File: config.mk
export PLATFORM = sky130hd
export DESIGN_NAME = pipeline_cpu
export DESIGN_NICKNAME = d
export VERILOG_FILES = /design/src/isa_pkg.sv /design/src/pipe_pkg.sv /design/src/decode_stage.sv /design/src/execute_stage.sv /design/src/fetch_unit.sv /design/src/pipeline_cpu.sv /design/src/reg_file.sv /design/src/writeback_stage.sv
export SDC_FILE = /design/constraint.sdc
export NUM_CORES = 2
export LEC_CHECK = 0
export BUFFER_PORTS_ARGS = -buffer_cell sky130_fd_sc_hd__clkbuf_2
export CORE_ASPECT_RATIO = 1.4
export CORE_MARGIN = 4
export CORE_UTILIZATION = 23
export CTS_BUF_LIST = sky130_fd_sc_hd__clkbuf_8
export CTS_CLUSTER_SIZE = 12
export DETAILED_ROUTE_END_ITERATION = 12
export GPL_TIMING_DRIVEN = 0
export PLACE_DENSITY = 0.36
export SETUP_SLACK_MARGIN = 0.02
export SYNTH_ARGS = -nofsm -noshare
export SYNTH_HDL_FRONTEND = slang
export SYNTH_SLANG_ARGS = --single-unit
export TNS_END_PERCENT = 100
File: constraint.sdc
create_clock -name clk -period 12.1 [get_ports clk]
set_input_delay 1.815 -clock clk [delete_from_list [all_inputs] [get_ports clk]]
set_output_delay 1.815 -clock clk [all_outputs]
set_load 0.02 [all_outputs]
File: src/isa_pkg.sv
package isa_pkg;

    localparam int WORD_W     = 32;
    localparam int REG_ADDR_W = 5;
    localparam int OPCODE_W   = 6;
    localparam int FUNCT_W    = 6;
    localparam int SHAMT_W    = 5;
    localparam int IMM_W      = 16;
    localparam int JADDR_W    = 26;
    localparam int ALU_OP_W   = 4;

    typedef logic [WORD_W-1:0]     word_t;
    typedef logic [REG_ADDR_W-1:0] reg_addr_t;

    // primary opcode, instr[31:26]
    typedef enum logic [OPCODE_W-1:0] {
        OP_RTYPE = 6'h00,
        OP_J     = 6'h02,
        OP_BEQ   = 6'h04,
        OP_ADDI  = 6'h08,
        OP_LW    = 6'h23,
        OP_SW    = 6'h2b
    } opcode_e;

    // r-type function field, instr[5:0]
    typedef enum logic [FUNCT_W-1:0] {
        FN_SLL = 6'h00,
        FN_SRL = 6'h02,
        FN_ADD = 6'h20,
        FN_SUB = 6'h22,
        FN_AND = 6'h24,
        FN_OR  = 6'h25,
        FN_SLT = 6'h2a
    } funct_e;

    typedef enum logic [ALU_OP_W-1:0] {
        ALU_ADD = 4'd0,
        ALU_SUB = 4'd1,
        ALU_AND = 4'd2,
        ALU_OR  = 4'd3,
        ALU_SLT = 4'd4,
        ALU_SLL = 4'd5,
        ALU_SRL = 4'd6
    } alu_op_e;

endpackage

File: src/pipe_pkg.sv
package pipe_pkg;

    typedef struct packed {
        logic           valid;
        isa_pkg::word_t pc_4;
        isa_pkg::word_t instr;
    } if_id_t;

    typedef struct packed {
        logic               valid;
        isa_pkg::word_t     operand_a;
        isa_pkg::word_t     operand_b;
        isa_pkg::word_t     store_data;  // rt value for sw
        isa_pkg::alu_op_e   alu_op;
        isa_pkg::reg_addr_t dest;
        logic               reg_we;
        logic               mem_we;
        logic               mem_to_reg;
        logic               redirect;    // taken beq or j
        isa_pkg::word_t     target;
    } id_ex_t;

    typedef struct packed {
        logic               valid;
        isa_pkg::word_t     alu_result;
        isa_pkg::word_t     store_data;
        isa_pkg::reg_addr_t dest;
        logic               reg_we;
        logic               mem_we;
        logic               mem_to_reg;
    } ex_mem_t;

    // load data captured alongside the alu result
    typedef struct packed {
        logic               valid;
        isa_pkg::word_t     alu_result;
        isa_pkg::word_t     load_data;
        isa_pkg::reg_addr_t dest;
        logic               reg_we;
        logic               mem_to_reg;
    } mem_wb_t;

endpackage

File: src/decode_stage.sv
module decode_stage (
    input  logic               clk,
    input  logic               rst,
    input  logic               cpu_en,
    input  pipe_pkg::if_id_t   if_id,
    input  logic               flush,
    input  isa_pkg::reg_addr_t ex_mem_dest,
    input  logic               ex_mem_reg_we,
    input  logic               wb_we,
    input  isa_pkg::reg_addr_t wb_dest,
    input  isa_pkg::word_t     wb_data,
    output pipe_pkg::id_ex_t   id_ex,
    output logic               stall
);

    isa_pkg::opcode_e   opcode;
    isa_pkg::funct_e    funct;
    isa_pkg::reg_addr_t rs;
    isa_pkg::reg_addr_t rt;
    isa_pkg::reg_addr_t rd;
    isa_pkg::word_t     rs_val;
    isa_pkg::word_t     rt_val;
    isa_pkg::word_t     imm_sext;
    isa_pkg::word_t     shamt_ext;
    logic               is_shift;
    logic               uses_rs;
    logic               uses_rt;
    logic               ex_writes;
    logic               hz_rs;
    logic               hz_rt;
    pipe_pkg::id_ex_t   id_ex_d;

    assign opcode = isa_pkg::opcode_e'(if_id.instr[31:26]);
    assign funct  = isa_pkg::funct_e'(if_id.instr[5:0]);
    assign rs     = if_id.instr[25:21];
    assign rt     = if_id.instr[20:16];
    assign rd     = if_id.instr[15:11];

    assign imm_sext  = {{(isa_pkg::WORD_W - isa_pkg::IMM_W){if_id.instr[isa_pkg::IMM_W-1]}},
                        if_id.instr[isa_pkg::IMM_W-1:0]};
    assign shamt_ext = {{(isa_pkg::WORD_W - isa_pkg::SHAMT_W){1'b0}}, if_id.instr[10:6]};

    reg_file u_reg_file (
        .clk     (clk),
        .we      (wb_we),
        .waddr   (wb_dest),
        .wdata   (wb_data),
        .raddr_a (rs),
        .raddr_b (rt),
        .rdata_a (rs_val),
        .rdata_b (rt_val)
    );

    // which sources the instruction really reads
    assign is_shift = (opcode == isa_pkg::OP_RTYPE) &&
                      (funct == isa_pkg::FN_SLL || funct == isa_pkg::FN_SRL);
    assign uses_rs  = (opcode == isa_pkg::OP_RTYPE && !is_shift) ||
                      opcode == isa_pkg::OP_ADDI || opcode == isa_pkg::OP_LW ||
                      opcode == isa_pkg::OP_SW   || opcode == isa_pkg::OP_BEQ;
    assign uses_rt  = opcode == isa_pkg::OP_RTYPE || opcode == isa_pkg::OP_SW ||
                      opcode == isa_pkg::OP_BEQ;

    // no forwarding, wait until the producer reaches writeback
    assign ex_writes = id_ex.valid & id_ex.reg_we;
    assign hz_rs = uses_rs && rs != '0 &&
                   ((ex_writes && rs == id_ex.dest) || (ex_mem_reg_we && rs == ex_mem_dest));
    assign hz_rt = uses_rt && rt != '0 &&
                   ((ex_writes && rt == id_ex.dest) || (ex_mem_reg_we && rt == ex_mem_dest));
    assign stall = if_id.valid & (hz_rs | hz_rt);

    always_comb begin
        id_ex_d            = '0;
        id_ex_d.valid      = if_id.valid & ~stall & ~flush;
        id_ex_d.operand_a  = rs_val;
        id_ex_d.operand_b  = imm_sext;
        id_ex_d.store_data = rt_val;
        id_ex_d.alu_op     = isa_pkg::ALU_ADD;
        case (opcode)
            isa_pkg::OP_RTYPE: begin
                id_ex_d.operand_b = rt_val;
                id_ex_d.dest      = rd;
                id_ex_d.reg_we    = 1'b1;
                case (funct)
                    isa_pkg::FN_ADD: id_ex_d.alu_op = isa_pkg::ALU_ADD;
                    isa_pkg::FN_SUB: id_ex_d.alu_op = isa_pkg::ALU_SUB;
                    isa_pkg::FN_AND: id_ex_d.alu_op = isa_pkg::ALU_AND;
                    isa_pkg::FN_OR:  id_ex_d.alu_op = isa_pkg::ALU_OR;
                    isa_pkg::FN_SLT: id_ex_d.alu_op = isa_pkg::ALU_SLT;
                    isa_pkg::FN_SLL: begin
                        id_ex_d.alu_op    = isa_pkg::ALU_SLL;
                        id_ex_d.operand_a = shamt_ext;
                    end
                    isa_pkg::FN_SRL: begin
                        id_ex_d.alu_op    = isa_pkg::ALU_SRL;
                        id_ex_d.operand_a = shamt_ext;
                    end
                    default: id_ex_d.reg_we = 1'b0;  // unknown funct runs as nop
                endcase
            end
            isa_pkg::OP_ADDI: begin
                id_ex_d.dest   = rt;
                id_ex_d.reg_we = 1'b1;
            end
            isa_pkg::OP_LW: begin
                id_ex_d.dest       = rt;
                id_ex_d.reg_we     = 1'b1;
                id_ex_d.mem_to_reg = 1'b1;
            end
            isa_pkg::OP_SW: id_ex_d.mem_we = 1'b1;
            isa_pkg::OP_BEQ: begin
                id_ex_d.redirect = (rs_val == rt_val);
                id_ex_d.target   = if_id.pc_4 + (imm_sext << 2);
            end
            isa_pkg::OP_J: begin
                id_ex_d.redirect = 1'b1;
                id_ex_d.target   = {if_id.pc_4[isa_pkg::WORD_W-1:isa_pkg::JADDR_W+2],
                                    if_id.instr[isa_pkg::JADDR_W-1:0], 2'b00};
            end
            default: ;
        endcase
    end

    always_ff @(posedge clk) begin
        if (rst) begin
            id_ex.valid    <= 1'b0;
            id_ex.reg_we   <= 1'b0;
            id_ex.mem_we   <= 1'b0;
            id_ex.redirect <= 1'b0;
        end else if (cpu_en) begin
            id_ex <= id_ex_d;
        end
    end

endmodule

File: src/execute_stage.sv
module execute_stage (
    input  logic              clk,
    input  logic              rst,
    input  logic              cpu_en,
    input  pipe_pkg::id_ex_t  id_ex,
    output logic              redirect,
    output isa_pkg::word_t    target,
    output pipe_pkg::ex_mem_t ex_mem,
    output logic              mem_we
);

    isa_pkg::word_t                    alu_result;
    logic [isa_pkg::SHAMT_W-1:0]       shamt;
    pipe_pkg::ex_mem_t                 ex_mem_d;

    assign shamt = id_ex.operand_a[isa_pkg::SHAMT_W-1:0];

    always_comb begin
        case (id_ex.alu_op)
            isa_pkg::ALU_ADD: alu_result = id_ex.operand_a + id_ex.operand_b;
            isa_pkg::ALU_SUB: alu_result = id_ex.operand_a - id_ex.operand_b;
            isa_pkg::ALU_AND: alu_result = id_ex.operand_a & id_ex.operand_b;
            isa_pkg::ALU_OR:  alu_result = id_ex.operand_a | id_ex.operand_b;
            isa_pkg::ALU_SLT: begin
                alu_result = isa_pkg::word_t'($signed(id_ex.operand_a) <
                                              $signed(id_ex.operand_b));
            end
            isa_pkg::ALU_SLL: alu_result = id_ex.operand_b << shamt;
            isa_pkg::ALU_SRL: alu_result = id_ex.operand_b >> shamt;  // logical
            default:          alu_result = '0;
        endcase
    end

    // branch resolved in decode, taken here
    assign redirect = id_ex.valid & id_ex.redirect;
    assign target   = id_ex.target;

    always_comb begin
        ex_mem_d.valid      = id_ex.valid;
        ex_mem_d.alu_result = alu_result;
        ex_mem_d.store_data = id_ex.store_data;
        ex_mem_d.dest       = id_ex.dest;
        ex_mem_d.reg_we     = id_ex.valid & id_ex.reg_we;
        ex_mem_d.mem_we     = id_ex.valid & id_ex.mem_we;
        ex_mem_d.mem_to_reg = id_ex.mem_to_reg;
    end

    always_ff @(posedge clk) begin
        if (rst) begin
            ex_mem.valid  <= 1'b0;
            ex_mem.reg_we <= 1'b0;
            ex_mem.mem_we <= 1'b0;
        end else if (cpu_en) begin
            ex_mem <= ex_mem_d;
        end
    end

    // no store while frozen
    assign mem_we = ex_mem.valid & ex_mem.mem_we & cpu_en;

endmodule

File: src/fetch_unit.sv
module fetch_unit #(
    parameter isa_pkg::word_t RESET_PC = '0
) (
    input  logic             clk,
    input  logic             rst,
    input  logic             cpu_en,
    input  logic             stall,
    input  logic             redirect,
    input  isa_pkg::word_t   target,
    input  isa_pkg::word_t   instr,
    output isa_pkg::word_t   pc,
    output pipe_pkg::if_id_t if_id
);

    isa_pkg::word_t pc_4;
    isa_pkg::word_t next_pc;

    assign pc_4 = pc + 32'd4;

    // redirect wins over a decode stall
    always_comb begin
        if (redirect) begin
            next_pc = target;
        end else if (stall) begin
            next_pc = pc;
        end else begin
            next_pc = pc_4;
        end
    end

    always_ff @(posedge clk) begin
        if (rst) begin
            pc <= RESET_PC;
        end else if (cpu_en) begin
            pc <= next_pc;
        end
    end

    always_ff @(posedge clk) begin
        if (rst) begin
            if_id.valid <= 1'b0;
        end else if (cpu_en) begin
            if (redirect) begin
                if_id.valid <= 1'b0;  // squash the younger fetch
            end else if (!stall) begin
                if_id.valid <= 1'b1;
                if_id.pc_4  <= pc_4;
                if_id.instr <= instr;
            end
        end
    end

endmodule

File: src/pipeline_cpu.sv
module pipeline_cpu #(
    parameter isa_pkg::word_t RESET_PC = 32'h0000_0000
) (
    input  logic           clk,
    input  logic           rst,
    input  logic           cpu_en,
    input  isa_pkg::word_t instr,
    input  isa_pkg::word_t data_in,
    output isa_pkg::word_t pc,
    output isa_pkg::word_t mem_addr,
    output isa_pkg::word_t mem_wdata,
    output logic           mem_we
);

    pipe_pkg::if_id_t   if_id;
    pipe_pkg::id_ex_t   id_ex;
    pipe_pkg::ex_mem_t  ex_mem;
    logic               stall;
    logic               redirect;
    isa_pkg::word_t     target;
    logic               wb_we;
    isa_pkg::reg_addr_t wb_dest;
    isa_pkg::word_t     wb_data;

    fetch_unit #(
        .RESET_PC (RESET_PC)
    ) u_fetch (
        .clk      (clk),
        .rst      (rst),
        .cpu_en   (cpu_en),
        .stall    (stall),
        .redirect (redirect),
        .target   (target),
        .instr    (instr),
        .pc       (pc),
        .if_id    (if_id)
    );

    decode_stage u_decode (
        .clk           (clk),
        .rst           (rst),
        .cpu_en        (cpu_en),
        .if_id         (if_id),
        .flush         (redirect),
        .ex_mem_dest   (ex_mem.dest),
        .ex_mem_reg_we (ex_mem.reg_we),  // already qualified by valid
        .wb_we         (wb_we),
        .wb_dest       (wb_dest),
        .wb_data       (wb_data),
        .id_ex         (id_ex),
        .stall         (stall)
    );

    execute_stage u_execute (
        .clk      (clk),
        .rst      (rst),
        .cpu_en   (cpu_en),
        .id_ex    (id_ex),
        .redirect (redirect),
        .target   (target),
        .ex_mem   (ex_mem),
        .mem_we   (mem_we)
    );

    // memory stage is the data ram itself
    assign mem_addr  = ex_mem.alu_result;
    assign mem_wdata = ex_mem.store_data;

    writeback_stage u_writeback (
        .clk     (clk),
        .rst     (rst),
        .cpu_en  (cpu_en),
        .ex_mem  (ex_mem),
        .data_in (data_in),
        .wb_we   (wb_we),
        .wb_dest (wb_dest),
        .wb_data (wb_data)
    );

endmodule

File: src/reg_file.sv
module reg_file (
    input  logic               clk,
    input  logic               we,
    input  isa_pkg::reg_addr_t waddr,
    input  isa_pkg::word_t     wdata,
    input  isa_pkg::reg_addr_t raddr_a,
    input  isa_pkg::reg_addr_t raddr_b,
    output isa_pkg::word_t     rdata_a,
    output isa_pkg::word_t     rdata_b
);

    isa_pkg::word_t regs [1:31];  // r0 not stored

    always_ff @(posedge clk) begin
        if (we && waddr != '0) begin
            regs[waddr] <= wdata;
        end
    end

    // writeback value bypasses straight to a same-cycle read
    assign rdata_a = (raddr_a == '0)                 ? '0    :
                     (we && waddr == raddr_a)        ? wdata :
                                                       regs[raddr_a];
    assign rdata_b = (raddr_b == '0)                 ? '0    :
                     (we && waddr == raddr_b)        ? wdata :
                                                       regs[raddr_b];

endmodule

File: src/writeback_stage.sv
module writeback_stage (
    input  logic               clk,
    input  logic               rst,
    input  logic               cpu_en,
    input  pipe_pkg::ex_mem_t  ex_mem,
    input  isa_pkg::word_t     data_in,
    output logic               wb_we,
    output isa_pkg::reg_addr_t wb_dest,
    output isa_pkg::word_t     wb_data
);

    pipe_pkg::mem_wb_t mem_wb;

    always_ff @(posedge clk) begin
        if (rst) begin
            mem_wb.valid  <= 1'b0;
            mem_wb.reg_we <= 1'b0;
        end else if (cpu_en) begin
            mem_wb.valid      <= ex_mem.valid;
            mem_wb.alu_result <= ex_mem.alu_result;
            mem_wb.load_data  <= data_in;  // ram read at the memory-stage address
            mem_wb.dest       <= ex_mem.dest;
            mem_wb.reg_we     <= ex_mem.reg_we;
            mem_wb.mem_to_reg <= ex_mem.mem_to_reg;
        end
    end

    assign wb_we   = mem_wb.valid & mem_wb.reg_we & cpu_en;
    assign wb_dest = mem_wb.dest;
    assign wb_data = mem_wb.mem_to_reg ? mem_wb.load_data : mem_wb.alu_result;

endmodule
**After elaboration in Yosys (flattened, before gate mapping)**

Memory sizes are Yosys's and may differ from the RTL's. A register that Yosys moved wholly into a read port is not among the register bits.
Index checks and enable logic that the tools add are counted.

- Register bits after elaboration: 384
- RAM bits: 992
- Input bits: 67
- Output and inout port bits: 97
- Word-level logic and storage cells: 136
- Memories: 1

Memory list:

| name | words | width | rd ports | clocked after Yosys merged registers in | wr ports | RTL line | text |
|---|---|---|---|---|---|---|---|
| u_decode.u_reg_file.regs | 31 | 32 | 2 | 2 | 1 | reg_file.sv:12 | `isa_pkg::word_t regs [1:31];` |

- $add $sub $neg: 4
- $lt $le $gt $ge: 1
- Equality and inequality tests: 25
- Shift operators: 2
- Mux-type cells: 22
- Bitwise operators: 16
- Reductions and logical operators: 37

Operators by type and width:

| operator | number |
|---|---|
| $mux 32 | 8 |
| $pmux 32 s7 | 1 |
| $pmux 33 s2 | 1 |
| $mux 65 | 1 |
| $add 32x32->32 | 2 |
| $mux 64 | 1 |
| $eq 6x6->1 const B | 7 |
| $add 32x3->32 const B | 1 |
| $and 32x32->32 | 1 |
| $eq 32x32->1 | 1 |
| $lt 32x32->1 | 1 |
| $or 32x32->32 | 1 |
| $shl 32x5->32 | 1 |
| $shr 32x5->32 | 1 |
| $sub 32x32->32 | 1 |
| $eq 5x5->1 | 6 |
| $pmux 3 s6 | 1 |
| $reduce_bool 5->1 | 3 |
| $logic_and 1x1->1 | 13 |
| $eq 4x3->1 const B | 3 |
| $eq 6x2->1 const B | 2 |
| $logic_not 6->1 | 2 |
| $pmux 6 s2 | 1 |
| $and 1x1->1 | 10 |
| 17 further kinds | 37 |

**Logic depth before layout (Yosys ltp)**

- Depth after elaboration: 16
- Depth in mapped cells: 17
- Gate-level depth less buffers: 13

**Modules after synthesis**

Synthesis repeated with hierarchy kept, for this count alone.

- Cells, all modules: 5191
- Area, all modules: 71771.3 um^2

By module, submodules not included:

| module | times used | cells each | area each (um^2) | sequential area each (um^2) |
|---|---|---|---|---|
| reg_file | 1 | 2759 | 47200.3 | 29788.6 |
| execute_stage | 1 | 1303 | 10010.9 | 2162.1 |
| decode_stage | 1 | 684 | 7797.5 | 4194.0 |
| fetch_unit | 1 | 326 | 3998.8 | 2582.5 |
| writeback_stage | 1 | 119 | 2763.9 | 2142.1 |

**Worst setup path after synthesis**

No wires, ideal clock.

- Path kind: input to register
- Start point: input rst
- End point: register with a tool-made name
- Library setup time: 0.126 ns
- Arrival time: 8.151 ns
- Required time: 11.974 ns
- Path slack: 3.822 ns
- Stages on the path: 6
- Buffers on the path: 2
- Cell sequence: buf_6 > and2b_2 > nand2_1 > a21oi_1 > buf_1 > mux2_2

RTL lines:

| element | RTL line | text |
|---|---|---|
| start: declaration | pipeline_cpu.sv:5 | `input logic rst,` |

**Worst setup path in the final report**

- Start point: register u_decode.id_ex[112] (netlist name)
- End point: register u_execute.ex_mem[68] (netlist name)

- Cells in the longest elaborated chain, start to end: 2
- Elaborated cells on any way between the ends: 5

Ends and longest elaborated chain:

| element | RTL line | text |
|---|---|---|
| $sub 32x32->32, or another cell as far along | execute_stage.sv:21 | `isa_pkg::ALU_SUB: alu_result = id_ex.operand_a - id_ex.operand_b;` |
| $pmux 32 s7 (*) | execute_stage.sv:19 | `case (id_ex.alu_op)` |
| named net u_execute.alu_result[28] | execute_stage.sv:12 | `isa_pkg::word_t alu_result;` |

The timed path passes the listed nets; every way through them passes the cells marked *.
A chain may end at the register's enable or synchronous reset.

==> impl_metrics.env <==
export IMPL_status="finished with violations"
export IMPL_violations="max-capacitance violations, max-slew violations"
export IMPL_final_cells=9723
export IMPL_finalWeightedCongestion=0.940
export IMPL_worstPathArrival_ps=8300
export IMPL_ff_latch_area_mm2=0.0411
export IMPL_yosysSeqAreaShare_pct=57.1
export IMPL_powerDensity_mw_per_mm2=136
export IMPL_drt_iter0_markers=5343
export IMPL_clock_skew_ps=127
export IMPL_ys_types=101
export IMPL_syn2layout_area_growth_pct=17.1
export IMPL_r2r_start="u_decode.id_ex[112]"
export IMPL_drive_gt1_share_pct=25.1
export IMPL_tightest_slew_ps=1590
export IMPL_setup_viol=0
export IMPL_fp_coreArea_mm2=0.311
export IMPL_critPathKind="flop to flop"
export IMPL_num_vias=50900
export IMPL_hold_buffers=0
export IMPL_row_count=242
export IMPL_hold_viol=0
export IMPL_cts_tree="yes"
export IMPL_p_leak_uw=0.0285
export IMPL_synth_warning_count=0
export IMPL_wirelength_mm=387
export IMPL_cts_htree_levels=4
export IMPL_critPathCapture="u_execute.ex_mem[68]"
export IMPL_cp_data_required_time_ps=12760
export IMPL_clockBufferDepth=4
export IMPL_ys_seq_elements=1385
export IMPL_rsz0062_at_grt="false"
export IMPL_slew_violations=22
export IMPL_finalSetupTns_ps=0
export IMPL_clk_pin_slew_ps=60
export IMPL_syn_area_mm2=0.0719
export IMPL_clock_latency_ps=1120
export IMPL_start_util_pct=23.1
export IMPL_firstDrtPassIters=8
export IMPL_finalCritPeriodShare_pct=63.2
export IMPL_grt_pass1_wl_mm=503
export IMPL_maxCapViolCount=4
export IMPL_ff2ff_setup_slack_ps=4450
export IMPL_clock_sinks=1385
export IMPL_r2r_end="u_execute.ex_mem[68]"
export IMPL_via_per_inst=5.23
export IMPL_root_buffer="clkbuf_8"
export IMPL_min_period_ps=7650
export IMPL_io_pins=164
export IMPL_final_cell_mix="1333 x edfxtp_1, 484 x mux4_2, 381 x nor2_1"
export IMPL_grt_pass1_vias=51800
export IMPL_dieArea_mm2=0.322
export IMPL_fill_cells=31800
export IMPL_final_common_cell="edfxtp_1"
export IMPL_netlist_instances=4902
export IMPL_cts_setup_buffers=0
export IMPL_track_usage_pct=23.4
export IMPL_cts_made_buffers=230
export IMPL_ys_flop_type="edfxtp_1"
export IMPL_grt_max_degree=60
export IMPL_holdPathStages=0
export IMPL_antenna_left=0
export IMPL_ys_async_sr_fraction_pct=0
export IMPL_crit_start="u_decode.id_ex[112]"
export IMPL_routedWlPerCell_um=39.8
export IMPL_end_kind="flop"
export IMPL_die_w_um=480
export IMPL_max_freq_mhz=131
export IMPL_antenna_found_initial=18
export IMPL_vdd_ir_drop_max_mv=0.0785
export IMPL_portBuffers=162
export IMPL_hpwl_mm=292
export IMPL_dieHeight_um=669
export IMPL_synth_avg_cell_area_um2=14.7
export IMPL_nNetsFinal=5604
export IMPL_drc=0
export IMPL_crit_fanout=10
export IMPL_hp_class="flop to flop"
export IMPL_relSlewSlack_pct=-5.68
export IMPL_cts_resized=0
export IMPL_synth_edf_count=1333
export IMPL_grt_overflow=0
export IMPL_multiInputGateArea_mm2=0.0281
export IMPL_ff2ff_path_depth=16
export IMPL_placed_cells=9307
export IMPL_syn_nets=5115
export IMPL_worst_setup_path_start_kind="flop"
## metal layers
metal,track usage (%),part of all wire [%],up-vias
li1,-,-,20500
met1,25.1,35,27000
met2,42.0,51,2460
met3,3.29,5.0,897
met4,16.2,8.4,2
met5,0,0.0034,-
## stage by stage
step	power, µW	area (µm²)	hold WS (ps)	setup slack [ps]	util, %
final	11400	84200	373	4450	27.1
after global routing	11800	84200	418	4510	27.1
after CTS	11600	84200	406	4570	27.1
after detailed placement	7370	79900	405	4590	25.7
after global placement	7360	77900	406	299	25.1
after floorplan	6450	71900	400	3820	-
## area by class of cell
cell class,count,area share (%)
antenna,8,0.0238
buffer,407,2.95
clock buffer,233,3.81
clock inverter,175,1.27
inverter,135,0.602
multi-input combinational,2975,33.4
sequential,1385,48.8
tap,4148,6.16
timing repair buffer,257,3.00
## synthesized netlist by cell type (9+ instances only)
cell type,number,area (µm²)
a21o_1,40,300
o31ai_1,19,143
nand3b_1,9,67.6
or2_2,19,119
a21oi_1,267,1340
buf_6,14,158
a31oi_1,19,119
nor2b_1,22,138
nor3_1,43,215
ha_1,143,1790
edfxtp_1,1333,40000
and2_1,14,87.6
clkbuf_1,173,649
o21a_1,24,180
buf_2,62,310
buf_1,34,128
nand2b_1,21,131
a22oi_1,51,383
mux4_1,27,709
buf_12,15,300
and3_1,24,150
or3_1,22,138
nor4_1,15,93.8
inv_1,134,503
xnor2_1,72,631
a221oi_1,40,350
nand3_1,59,295
mux2_2,45,507
a211o_1,24,210
a211oi_1,99,743
nor2_1,410,1540
o211ai_1,22,165
o21ai_0,180,901
mux4_2,484,10900
o22ai_1,64,400
nand2_1,251,942
xor2_1,58,508
a22o_1,25,219
mux2i_1,165,1650
o21bai_1,23,173
dfxtp_1,52,1040
buf_4,95,713
nand4_1,15,93.8
o31a_1,20,175
o221ai_1,11,96.3
## cell families after synthesis
| family | count (synthesis) | share of synthesized area, % |
|---|---|---|
| multiplexers | 725 | 19.3 |
| buffers and inverters | 542 | 4.11 |
| adder cells (fa/ha/maj) | 146 | 2.57 |
| AND/OR/NAND/NOR | 963 | 6.04 |
| XOR/XNOR | 130 | 1.58 |
| AO/OA/AOI/OAI | 1011 | 9.28 |
| flip-flops | 1385 | 57.1 |
## state kept, by name (all words and copies together) (netlist names), named ones only
signal                    flops
u_decode.id_ex              141
u_writeback.mem_wb           67
u_fetch.if_id                65
u_decode.u_reg_file.regs    992
u_fetch.pc                   32
u_execute.ex_mem             73
u_writeback.wb_dest           5
## where the power goes
part	internal (µW)	leakage, µW	total (µW)	switching, µW
clock network	2060	0.00249	4170	2110
logic	563	0.0134	1850	1280
registers	5360	0.0126	5430	74.5
total	7980	0.0285	11400	3470
## critical path, cell delays in order (launching register included)
cell,delay (ps)
edfxtp_1,530
clkbuf_1,710
clkinv_1,630
clkbuf_1,440
clkbuf_1,550
ha_1,580
and3_1,180
a2111oi_1,80
clkdlybuf4s18_2,270
o22ai_1,520
nor2_1,170
o31ai_1,740
a311oi_1,300
nor3_1,320
a41oi_1,100
xor2_1,280
o21ai_1,810
## worst min-delay path by stage
stage | from | end | slack (ps)
2_1_floorplan | u_decode.id_ex[33] | u_execute.ex_mem[0] | 400
3_3_place_gp | u_decode.id_ex[56] | u_execute.ex_mem[19] | 410
3_5_place_dp | u_decode.id_ex[63] | u_execute.ex_mem[26] | 400
4_1_cts | u_decode.id_ex[64] | u_execute.ex_mem[27] | 410
5_1_grt | u_decode.id_ex[64] | u_execute.ex_mem[27] | 420
6_report | u_decode.id_ex[64] | u_execute.ex_mem[27] | 370
Power figures use the tool's default switching activity.
